$ cat src/verilog/layout_pkg.sv
package layout_pkg;

   // kind of one entry in the configuration list
   typedef enum logic [2:0] {
      CONFIG_NONE,
      CONFIG_BIOS,
      CONFIG_RAM,
      CONFIG_RAM_MAPPER,
      CONFIG_MIRROR
   } config_typ_t;

   // index into the configuration list
   typedef logic [3:0] cfg_index_t;

   // byte address on the DDR3 side
   typedef logic [27:0] ddr3_addr_t;

   // number of pages in one block
   typedef logic [7:0] block_count_t;

   localparam int max_config = 16;

endpackage

$ cat src/verilog/slot_pkg.sv
package slot_pkg;

   // what a slot or a single page of the map holds
   typedef enum logic [2:0] {
      SLOT_TYP_EMPTY,
      SLOT_TYP_ROM,
      SLOT_TYP_RAM,
      SLOT_TYP_MSX2_RAM,
      SLOT_TYP_MAPPER
   } slot_typ_t;

   // slot, subslot, page and page offset are all 2 bits
   typedef logic [1:0] slot_sel_t;

   typedef logic [3:0] block_id_t;

   // byte address on the SDRAM side
   typedef logic [24:0] sdram_addr_t;

   // flat {slot, subslot, page} index of a slot-map entry
   typedef logic [5:0] init_ptr_t;

endpackage

$ cat src/verilog/block_table.sv
`timescale 1ns/1ps

module block_table (
   input  logic                     clk,
   input  logic                     rst,
   input  logic                     blk_clear,
   input  logic                     blk_start,
   input  layout_pkg::block_count_t blk_count,
   input  logic                     blk_write_step,
   output slot_pkg::block_id_t      cur_block_id,
   output slot_pkg::sdram_addr_t    write_addr,
   input  slot_pkg::block_id_t      rd_id,
   output layout_pkg::block_count_t rd_count,
   output slot_pkg::sdram_addr_t    rd_offset
);
   import layout_pkg::*;
   import slot_pkg::*;

   localparam int num_blocks = 2 ** $bits(block_id_t);

   block_id_t    next_id;
   sdram_addr_t  write_ptr;
   block_count_t count_mem [num_blocks];
   sdram_addr_t  start_mem [num_blocks];

   always_ff @(posedge clk) begin
      if (rst || blk_clear) begin
         next_id   <= '0;
         write_ptr <= '0;
      end else begin
         if (blk_start) next_id <= next_id + 1'b1;
         if (blk_write_step) write_ptr <= write_ptr + 1'b1;
      end
   end

   // a block starts where the previous one stopped writing
   always_ff @(posedge clk) begin
      if (blk_start) begin
         count_mem[next_id] <= blk_count;
         start_mem[next_id] <= write_ptr;
      end
   end

   assign cur_block_id = next_id;
   assign write_addr   = write_ptr;
   assign rd_count     = count_mem[rd_id];
   assign rd_offset    = start_mem[rd_id];

endmodule

$ cat src/verilog/byte_counter.sv
`timescale 1ns/1ps

module byte_counter #(
   parameter int block_bits = 14
) (
   input  logic                     clk,
   input  logic                     rst,
   input  logic                     count_clear,
   input  logic                     count_step,
   input  layout_pkg::block_count_t count_limit,
   output logic [23:0]              count_value,
   output logic                     count_last
);
   logic [23:0] target;
   logic [23:0] next_value;

   assign next_value = count_value + 24'd1;

   always_ff @(posedge clk) begin
      if (rst) begin
         count_value <= '0;
         count_last  <= 1'b0;
         target      <= '0;
      end else if (count_clear) begin
         count_value <= '0;
         count_last  <= 1'b0;
         // a zero limit selects the sweep over the 64 slot-map entries
         target      <= (count_limit == '0) ? 24'd64 : 24'(count_limit) << block_bits;
      end else if (count_step) begin
         count_value <= next_value;
         count_last  <= next_value == target;
      end
   end

endmodule

$ cat src/verilog/slot_table.sv
`timescale 1ns/1ps

module slot_table (
   input  logic                     clk,
   input  logic                     rst,
   input  logic                     slot_clear,
   input  slot_pkg::init_ptr_t      clear_index,
   input  logic                     slot_fill,
   input  slot_pkg::slot_sel_t      fill_slot,
   input  slot_pkg::slot_sel_t      fill_subslot,
   input  slot_pkg::slot_sel_t      fill_page,
   input  layout_pkg::block_count_t fill_count,
   input  slot_pkg::slot_typ_t      fill_typ,
   input  slot_pkg::block_id_t      fill_block_id,
   input  slot_pkg::slot_sel_t      ref_page,
   output slot_pkg::block_id_t      ref_block_id,
   output slot_pkg::slot_typ_t      ref_typ,
   input  slot_pkg::slot_sel_t      rd_slot,
   input  slot_pkg::slot_sel_t      rd_subslot,
   input  slot_pkg::slot_sel_t      rd_page,
   output slot_pkg::slot_typ_t      rd_typ,
   output slot_pkg::block_id_t      rd_block_id,
   output slot_pkg::slot_sel_t      rd_offset,
   output logic                     rd_init,
   output slot_pkg::slot_typ_t      rd_slot_typ
);
   import layout_pkg::*;
   import slot_pkg::*;

   slot_typ_t typ_mem    [64];
   block_id_t id_mem     [64];
   slot_sel_t offset_mem [64];
   logic      [63:0] init_q;
   slot_typ_t slot_typ_q [4];

   logic      [2:0] page_sum [4];
   logic      [3:0] fill_en;
   init_ptr_t fill_ptr   [4];
   init_ptr_t ref_ptr;
   init_ptr_t rd_ptr;

   // a fill covers up to four pages and never runs past page 3
   for (genvar g = 0; g < 4; g++) begin : g_fill
      assign page_sum[g] = {1'b0, fill_page} + 3'(g);
      assign fill_en[g]  = slot_fill && !page_sum[g][2] && fill_count > block_count_t'(g);
      assign fill_ptr[g] = {fill_slot, fill_subslot, page_sum[g][1:0]};
   end

   always_ff @(posedge clk) begin
      if (rst) begin
         init_q     <= '0;
         slot_typ_q <= '{default: SLOT_TYP_EMPTY};
      end else if (slot_clear) begin
         init_q[clear_index]          <= 1'b0;
         slot_typ_q[clear_index[5:4]] <= SLOT_TYP_EMPTY;
      end else if (slot_fill) begin
         for (int i = 0; i < 4; i++) begin
            if (fill_en[i]) init_q[fill_ptr[i]] <= 1'b1;
         end
         // the first fill of a slot names it, any subslot use turns it into an expander
         if (slot_typ_q[fill_slot] == SLOT_TYP_EMPTY) slot_typ_q[fill_slot] <= fill_typ;
         if (fill_subslot != '0) slot_typ_q[fill_slot] <= SLOT_TYP_MAPPER;
      end
   end

   always_ff @(posedge clk) begin
      if (slot_clear) typ_mem[clear_index] <= SLOT_TYP_EMPTY;
      for (int i = 0; i < 4; i++) begin
         if (fill_en[i]) begin
            typ_mem[fill_ptr[i]]    <= fill_typ;
            id_mem[fill_ptr[i]]     <= fill_block_id;
            offset_mem[fill_ptr[i]] <= slot_sel_t'(i);
         end
      end
   end

   // mirror lookup stays inside the slot and subslot being filled
   assign ref_ptr      = {fill_slot, fill_subslot, ref_page};
   assign ref_block_id = id_mem[ref_ptr];
   assign ref_typ      = typ_mem[ref_ptr];

   assign rd_ptr      = {rd_slot, rd_subslot, rd_page};
   assign rd_typ      = typ_mem[rd_ptr];
   assign rd_block_id = id_mem[rd_ptr];
   assign rd_offset   = offset_mem[rd_ptr];
   assign rd_init     = init_q[rd_ptr];
   assign rd_slot_typ = slot_typ_q[rd_slot];

endmodule

$ cat src/verilog/upload_fsm.sv
`timescale 1ns/1ps

module upload_fsm #(
   parameter int max_config = layout_pkg::max_config
) (
   input  logic                     clk,
   input  logic                     rst,
   input  logic                     update_request,
   output logic                     busy,
   output logic                     update_ack,
   output layout_pkg::cfg_index_t   cfg_index,
   input  layout_pkg::config_typ_t  cfg_typ,
   input  layout_pkg::block_count_t cfg_block_count,
   input  layout_pkg::ddr3_addr_t   cfg_store_addr,
   input  logic                     ddr3_ready,
   output logic                     ddr3_rd,
   output layout_pkg::ddr3_addr_t   ddr3_addr,
   input  logic [7:0]               ddr3_dout,
   input  logic                     sdram_ready,
   output logic                     sdram_we,
   output logic [7:0]               sdram_din,
   output logic                     count_clear,
   output logic                     count_step,
   input  logic                     count_last,
   input  logic [23:0]              count_value,
   output logic                     slot_clear,
   output logic                     slot_fill,
   output slot_pkg::slot_typ_t      fill_typ,
   output slot_pkg::block_id_t      fill_block_id,
   input  slot_pkg::block_id_t      ref_block_id,
   input  slot_pkg::slot_typ_t      ref_typ,
   output logic                     blk_start,
   output logic                     blk_write_step,
   input  slot_pkg::block_id_t      cur_block_id,
   output layout_pkg::block_count_t ram_mapper_count
);
   import layout_pkg::*;
   import slot_pkg::*;

   typedef enum logic [2:0] {
      STATE_WAIT,
      STATE_INIT_SLOT,
      STATE_FILL_SLOT,
      STATE_UPLOAD,
      STATE_FILL_NEXT
   } state_t;

   state_t state;
   logic   rd_wait;
   logic   wr_pending;
   logic   is_mirror;
   logic   is_block;
   logic   is_rom;
   logic   block_go;

   assign is_mirror = cfg_typ == CONFIG_MIRROR;
   assign is_rom    = cfg_typ == CONFIG_BIOS;
   // entries with no pages allocate nothing and are passed over
   assign is_block  = (is_rom || cfg_typ == CONFIG_RAM || cfg_typ == CONFIG_RAM_MAPPER) &&
                      cfg_block_count != '0;

   // a ROM block starts only when the DDR3 side can take the first read
   assign block_go = state == STATE_FILL_SLOT && is_block && (!is_rom || ddr3_ready);

   always_comb begin
      case (cfg_typ)
         CONFIG_BIOS:       fill_typ = SLOT_TYP_ROM;
         CONFIG_RAM:        fill_typ = SLOT_TYP_RAM;
         CONFIG_RAM_MAPPER: fill_typ = SLOT_TYP_MSX2_RAM;
         CONFIG_MIRROR:     fill_typ = ref_typ;
         default:           fill_typ = SLOT_TYP_EMPTY;
      endcase
   end

   assign fill_block_id = is_mirror ? ref_block_id : cur_block_id;

   assign busy      = state != STATE_WAIT;
   assign ddr3_addr = cfg_store_addr + ddr3_addr_t'(count_value);

   // the held byte goes out in the first cycle the SDRAM accepts it
   assign sdram_we       = wr_pending && sdram_ready;
   assign blk_write_step = sdram_we;

   assign slot_clear  = state == STATE_INIT_SLOT && !count_last;
   assign count_step  = slot_clear || sdram_we;
   assign count_clear = (state == STATE_WAIT && update_request) || block_go;
   assign slot_fill   = block_go || (state == STATE_FILL_SLOT && is_mirror);
   assign blk_start   = block_go;

   always_ff @(posedge clk) begin
      if (rst) begin
         state            <= STATE_WAIT;
         update_ack       <= 1'b0;
         ddr3_rd          <= 1'b0;
         rd_wait          <= 1'b0;
         wr_pending       <= 1'b0;
         cfg_index        <= '0;
         ram_mapper_count <= '0;
      end else begin
         update_ack <= 1'b0;
         ddr3_rd    <= 1'b0;
         if (sdram_we) wr_pending <= 1'b0;
         case (state)
            STATE_WAIT: begin
               if (update_request) begin
                  update_ack <= 1'b1;
                  cfg_index  <= '0;
                  state      <= STATE_INIT_SLOT;
               end
            end
            STATE_INIT_SLOT: begin
               if (count_last) state <= STATE_FILL_SLOT;
            end
            STATE_FILL_SLOT: begin
               if (block_go) begin
                  state <= STATE_UPLOAD;
                  if (is_rom) begin
                     ddr3_rd <= 1'b1;
                     rd_wait <= 1'b1;
                  end
                  if (cfg_typ == CONFIG_RAM_MAPPER) ram_mapper_count <= cfg_block_count;
               end else if (!is_block) begin
                  state <= STATE_FILL_NEXT;
               end
            end
            STATE_UPLOAD: begin
               if (rd_wait) begin
                  // ready returning high after the strobe means the byte is there
                  if (ddr3_ready && !ddr3_rd) begin
                     sdram_din  <= ddr3_dout;
                     wr_pending <= 1'b1;
                     rd_wait    <= 1'b0;
                  end
               end else if (!wr_pending) begin
                  if (count_last) begin
                     state <= STATE_FILL_NEXT;
                  end else if (!is_rom) begin
                     sdram_din  <= 8'h00;
                     wr_pending <= 1'b1;
                  end else if (ddr3_ready) begin
                     ddr3_rd <= 1'b1;
                     rd_wait <= 1'b1;
                  end
               end
            end
            STATE_FILL_NEXT: begin
               if (cfg_index == cfg_index_t'(max_config - 1)) begin
                  state <= STATE_WAIT;
               end else begin
                  cfg_index <= cfg_index + 1'b1;
                  state     <= STATE_FILL_SLOT;
               end
            end
            default: state <= STATE_WAIT;
         endcase
      end
   end

endmodule

$ cat src/verilog/upload_ram.sv
`timescale 1ns/1ps

module upload_ram #(
   parameter int max_config = layout_pkg::max_config,
   parameter int block_bits = 14
) (
   input  logic                     clk,
   input  logic                     rst,
   input  logic                     update_request,
   output logic                     update_ack,
   output logic                     busy,
   output layout_pkg::cfg_index_t   cfg_index,
   input  layout_pkg::config_typ_t  cfg_typ,
   input  slot_pkg::slot_sel_t      cfg_slot,
   input  slot_pkg::slot_sel_t      cfg_subslot,
   input  slot_pkg::slot_sel_t      cfg_page,
   input  slot_pkg::slot_sel_t      cfg_ref_page,
   input  layout_pkg::block_count_t cfg_block_count,
   input  layout_pkg::ddr3_addr_t   cfg_store_addr,
   input  logic                     ddr3_ready,
   output logic                     ddr3_rd,
   output layout_pkg::ddr3_addr_t   ddr3_addr,
   input  logic [7:0]               ddr3_dout,
   input  logic                     sdram_ready,
   output logic                     sdram_we,
   output slot_pkg::sdram_addr_t    sdram_addr,
   output logic [7:0]               sdram_din,
   output layout_pkg::block_count_t ram_mapper_count,
   input  slot_pkg::slot_sel_t      rd_slot,
   input  slot_pkg::slot_sel_t      rd_subslot,
   input  slot_pkg::slot_sel_t      rd_page,
   output slot_pkg::slot_typ_t      rd_typ,
   output slot_pkg::block_id_t      rd_block_id,
   output slot_pkg::slot_sel_t      rd_offset,
   output logic                     rd_init,
   output slot_pkg::slot_typ_t      rd_slot_typ,
   input  slot_pkg::block_id_t      blk_rd_id,
   output layout_pkg::block_count_t blk_rd_count,
   output slot_pkg::sdram_addr_t    blk_rd_offset
);
   import layout_pkg::*;
   import slot_pkg::*;

   block_count_t count_limit;
   logic         count_clear;
   logic         count_step;
   logic         count_last;
   logic [23:0]  count_value;
   logic         slot_clear;
   logic         slot_fill;
   slot_typ_t    fill_typ;
   block_id_t    fill_block_id;
   block_id_t    ref_block_id;
   slot_typ_t    ref_typ;
   logic         blk_start;
   logic         blk_write_step;
   block_id_t    cur_block_id;

   // the counter is cleared for the slot-map sweep while still idle
   assign count_limit = busy ? cfg_block_count : '0;

   upload_fsm #(
      .max_config(max_config)
   ) u_fsm (
      .*
   );

   byte_counter #(
      .block_bits(block_bits)
   ) u_counter (
      .*
   );

   slot_table u_slots (
      .*,
      .clear_index(count_value[5:0]),
      .fill_slot(cfg_slot),
      .fill_subslot(cfg_subslot),
      .fill_page(cfg_page),
      .fill_count(cfg_block_count),
      .ref_page(cfg_ref_page)
   );

   block_table u_blocks (
      .*,
      .blk_clear(slot_clear),
      .blk_count(cfg_block_count),
      .write_addr(sdram_addr),
      .rd_id(blk_rd_id),
      .rd_count(blk_rd_count),
      .rd_offset(blk_rd_offset)
   );

endmodule
$ cat config.mk
export PLATFORM = sky130hd
export DESIGN_NAME = upload_ram
export DESIGN_NICKNAME = d
export VERILOG_FILES = /design/src/verilog/layout_pkg.sv /design/src/verilog/slot_pkg.sv /design/src/verilog/block_table.sv /design/src/verilog/byte_counter.sv /design/src/verilog/slot_table.sv /design/src/verilog/upload_fsm.sv /design/src/verilog/upload_ram.sv
export SDC_FILE = /design/constraint.sdc
export NUM_CORES = 2
export LEC_CHECK = 0
export BUFFER_PORTS_ARGS = -buffer_cell sky130_fd_sc_hd__clkbuf_2
export CORE_MARGIN = 2
export CORE_UTILIZATION = 55
export CTS_BUF_LIST = sky130_fd_sc_hd__clkbuf_16
export CTS_CLUSTER_SIZE = 24
export DETAILED_ROUTE_END_ITERATION = 6
export HOLD_SLACK_MARGIN = 0.06
export MAX_ROUTING_LAYER = met4
export PLACE_DENSITY = 0.72
export SYNTH_ARGS = -nofsm -noshare
export SYNTH_HDL_FRONTEND = slang
export SYNTH_SLANG_ARGS = --single-unit
$ cat constraint.sdc
create_clock -name clk -period 10.2 [get_ports clk]
set_input_delay 2.04 -clock clk [delete_from_list [all_inputs] [get_ports clk]]
set_output_delay 2.04 -clock clk [all_outputs]
set_load 0.01 [all_outputs]
==> impl_metrics.py <==
metrics = {
    "synth": {
        "yosysSeqAreaShare_pct": 61.1,
        "synth.area.top_cells": "edfxtp_1 51%, mux4_2 20%, dfxtp_1 9.9%",
        "synth_top_cell_by_area": "edfxtp_1",
        "ys_types": 79,
        "synth_area_per_cell_um2": 15.4,
        "synthFlopType": "edfxtp_1",
        "syn-num-nets": 3854,
        "yosysTopAreaCellShare_pct": 51.2,
        "netlist_area_mm2": 0.0577,
        "async_flop_share_pct": 0,
        "syn_inst": 3750,
        "ys_seq_elements": 1270,
        "synth_edf_count": 984,
        "yosys_warnings": 0,
    },
    "floorplanning": {
        "die_y_um": 328,
        "fp-row-count": 118,
        "die_w_um": 328,
        "core_area_mm2": 0.104,
        "start_util_pct": 55.6,
        "die_area_mm2": 0.107,
        "ioPinCount": 193,
    },
    "global_routing": {
        "antenna_found_initial": 2,
        "grt_max_degree": 107,
        "grt_pass1_wl_um": 231000,
        "grt_use_total_pct": 29.8,
        "gr-total-overflow": 0,
        "grt_pass1_vias": 35469,
    },
    "clock_network": {
        "post_cts_buffers": 0,
        "cts-resized-gates": 0,
        "clkLatencyLatePin_ns": 0.76,
        "htreeDepth": 4,
        "cts_buffers": 131,
        "clock_path_buffers": 3,
        "root_buffer": "clkbuf_16",
        "cts_sinks": 1270,
        "tritoncts": "yes",
        "clk_pin_slew_ns": 0.06,
        "ctsHoldBuffers": 0,
    },
    "power_and_ir_drop": {
        "p_sw_uw": 2570,
        "vdd_drop_max_mv": 0.184,
        "p_leak_uw": 0.0213,
        "clkPwrFrac_pct": 42.4,
        "p_int_uw": 8550,
        "p_total_uw": 11100,
        "switching_share_pct": 23.1,
        "combPwrFrac_pct": 7.1,
        "p_per_area_mw_per_mm2": 173,
        "pwr-share-seq_pct": 50.5,
    },
    "setup_path": {
        "cp_top_family": "multiplexers",
        "cpMostUsedCell": "mux4_2",
        "crit_chain": "buf_8, buf_12, mux4_2, mux4_2, mux4_2, clkbuf_2",
        "max_stage_delay_ns": 0.68,
        "path_max_fanout": 87,
        "reg2reg_depth": 6,
        "crit_arrival_ns": 5.20,
        "crit_buf_inv": 3,
        "critical_path_class": "in2out",
        "end_kind": "output port",
        "critical_path_depth": 6,
        "crit_slowest_cell": "buf_8",
        "crit_required_ns": 8.16,
        "startpoint_type": "primary input",
    },
    "hold_path": {
        "hold_depth": 2,
        "hold_path_class": "reg2reg",
    },
    "timing": {
        "setup_ws_ns": 2.96,
        "hold_viol": 0,
        "tns_ns": 0,
        "min_period_over_period_pct": 71.0,
        "maxSlewViolCount": 0,
        "worst_slew_margin_rel_pct": 10.1,
        "max_freq_mhz": 138,
        "worst_pin_slew_ns": 1.34,
        "fin_crit_ns": 7.24,
        "finalSetupViolCount": 0,
        "rsz0062_at_grt": "false",
        "skew_ns": 0.0267,
    },
    "drt": {
        "drt_iter0_markers": 5031,
        "drt_first_pass_iters": 6,
        "drtAntennaViolNets": 0,
        "post-route-drc-count": 0,
        "num_vias": 36559,
        "drt-total-wl_um": 155000,
        "viasPerCell": 6.84,
        "wl_per_cell_um": 29.0,
    },
    "layout": {
        "nets": 3958,
        "area_growth_pct": 11.5,
        "fin_util_pct": 62.0,
        "drive_gt1_share_pct": 25.8,
    },
    "place": {
        "io_buffers": 192,
        "post-place-ws_ns": 2.85,
        "place_congestion": 0.922,
        "hpwl_um": 92700,
    },
    "outcome": {
        "status": "completed",
    },
    "run": {
        "max_cap_viol_count": 0,
    },
}
==> layer usage <==
layer,share of wire (%),up-vias,GRT usage (%)
li1,-,15306,-
met1,38,18683,39.9
met2,48,2249,46.0
met3,10,321,6.29
met4,3.1,0,9.99
met5,0,-,-
==> placed cells by master, fill, tap and decap left out, drive strengths merged, types with 56 or more instances in the layout <==
cell,n
clkinv,56
a31oi,80
inv,76
edfxtp,984
nor2,284
a21oi,62
o21ai,366
o22ai,70
buf,93
nand3,60
dfxtp,286
a2111oi,66
nor2b,73
nand2,148
clkbuf,320
mux4,512
==> cell usage after synthesis (19+ instances only) <==
library cell	instances
clkbuf_1	216
nor2_1	284
a22o_1	22
o21ai_0	360
inv_1	36
a2111oi_0	66
dfxtp_1	286
mux4_2	512
o22ai_1	70
xnor2_1	44
xor2_1	43
ha_1	33
nand2b_1	19
buf_2	28
nor3_1	35
buf_1	50
a31oi_1	79
and2_1	19
a21oi_1	60
edfxtp_1	984
nor2b_1	73
nand3_1	60
nand2_1	147
==> final timing paths <==
| check | startpoint | to | slack (ns) |
|---|---|---|---|
| hold / removal | u_slots.offset_mem[47][1] | u_slots.offset_mem[47][1] | 0.46 |
| setup / recovery | rd_page[0] | rd_offset[0] | 2.96 |
| setup reg to reg | u_fsm.state[1] | u_slots.typ_mem[47][2] | 5.55 |
| hold reg to reg | u_slots.offset_mem[47][1] | u_slots.offset_mem[47][1] | 0.46 |
==> flip-flops by register name (all words and copies together), names as in the netlist, 3 cells and up, named ones only <==
signal and flops:
u_blocks.write_addr 25, u_slots.id_mem 256, u_slots.typ_mem 192, u_fsm.cfg_index 4
u_blocks.count_mem 128, u_slots.init_q 64, u_fsm.sdram_din 8, u_blocks.cur_block_id 4
u_fsm.ram_mapper_count 8, u_blocks.start_mem 400, u_fsm.state 3, u_counter.count_value 24
u_counter.target 9, u_slots.offset_mem 128
==> area by class of cell <==
cell class | instances | area, µm²
Fill cell | 7435 | 39500
Sequential cell | 1270 | 35300
Multi-Input combinational cell | 2135 | 21200
Clock buffer | 137 | 3430
Tap cell | 1380 | 1730
Timing Repair Buffer | 276 | 1660
Clock inverter | 102 | 817
Inverter | 40 | 150
Antenna cell | 2 | 5.00
==> logic make-up (layout without fill, tap and decap cells) <==
kind of cell / count (synthesis) / in the layout / share of synthesized area (%)
buffers and inverters: 345 / 555 / 2.42
XOR/XNOR: 87 / 87 / 1.32
AO/OA/AOI/OAI: 751 / 751 / 8.00
other: 0 / 2 / 0
adder cells (fa/ha/maj): 34 / 34 / 0.750
flip-flops: 1270 / 1270 / 61.1
multiplexers: 533 / 533 / 20.4
AND/OR/NAND/NOR: 730 / 730 / 6.00
==> metrics by stage <==
| step | instances | hold slack [ns] | area, µm² |
|---|---|---|---|
| global route | 5342 | 0.485 | 64300 |
| CTS | 5340 | 0.459 | 64300 |
| detailed placement | 5101 | 0.450 | 60100 |
| floorplan | 3750 | 0.431 | 57700 |
| finish | 5342 | 0.459 | 64300 |
| global placement | 5101 | 0.440 | 60100 |
==> worst register-to-register path, delay by kind of cell, from the launching register on <==
family	cells	cell delay, ns
and+or+nand+nor	4	2.84
AOI/OAI and AO/OA	2	0.95
DFF	1	0.50
==> power groups by stage <==
stage          clock (µW)  combinational, µW  sequential, µW
2_1_floorplan           0                540            5710
3_3_place_gp            0                765            5720
3_5_place_dp            0                774            5720
4_1_cts              4770                778            5610
5_1_grt              4960                833            5620
6_report             4720                786            5610
Note: power is estimated with default switching activity, not from simulation.
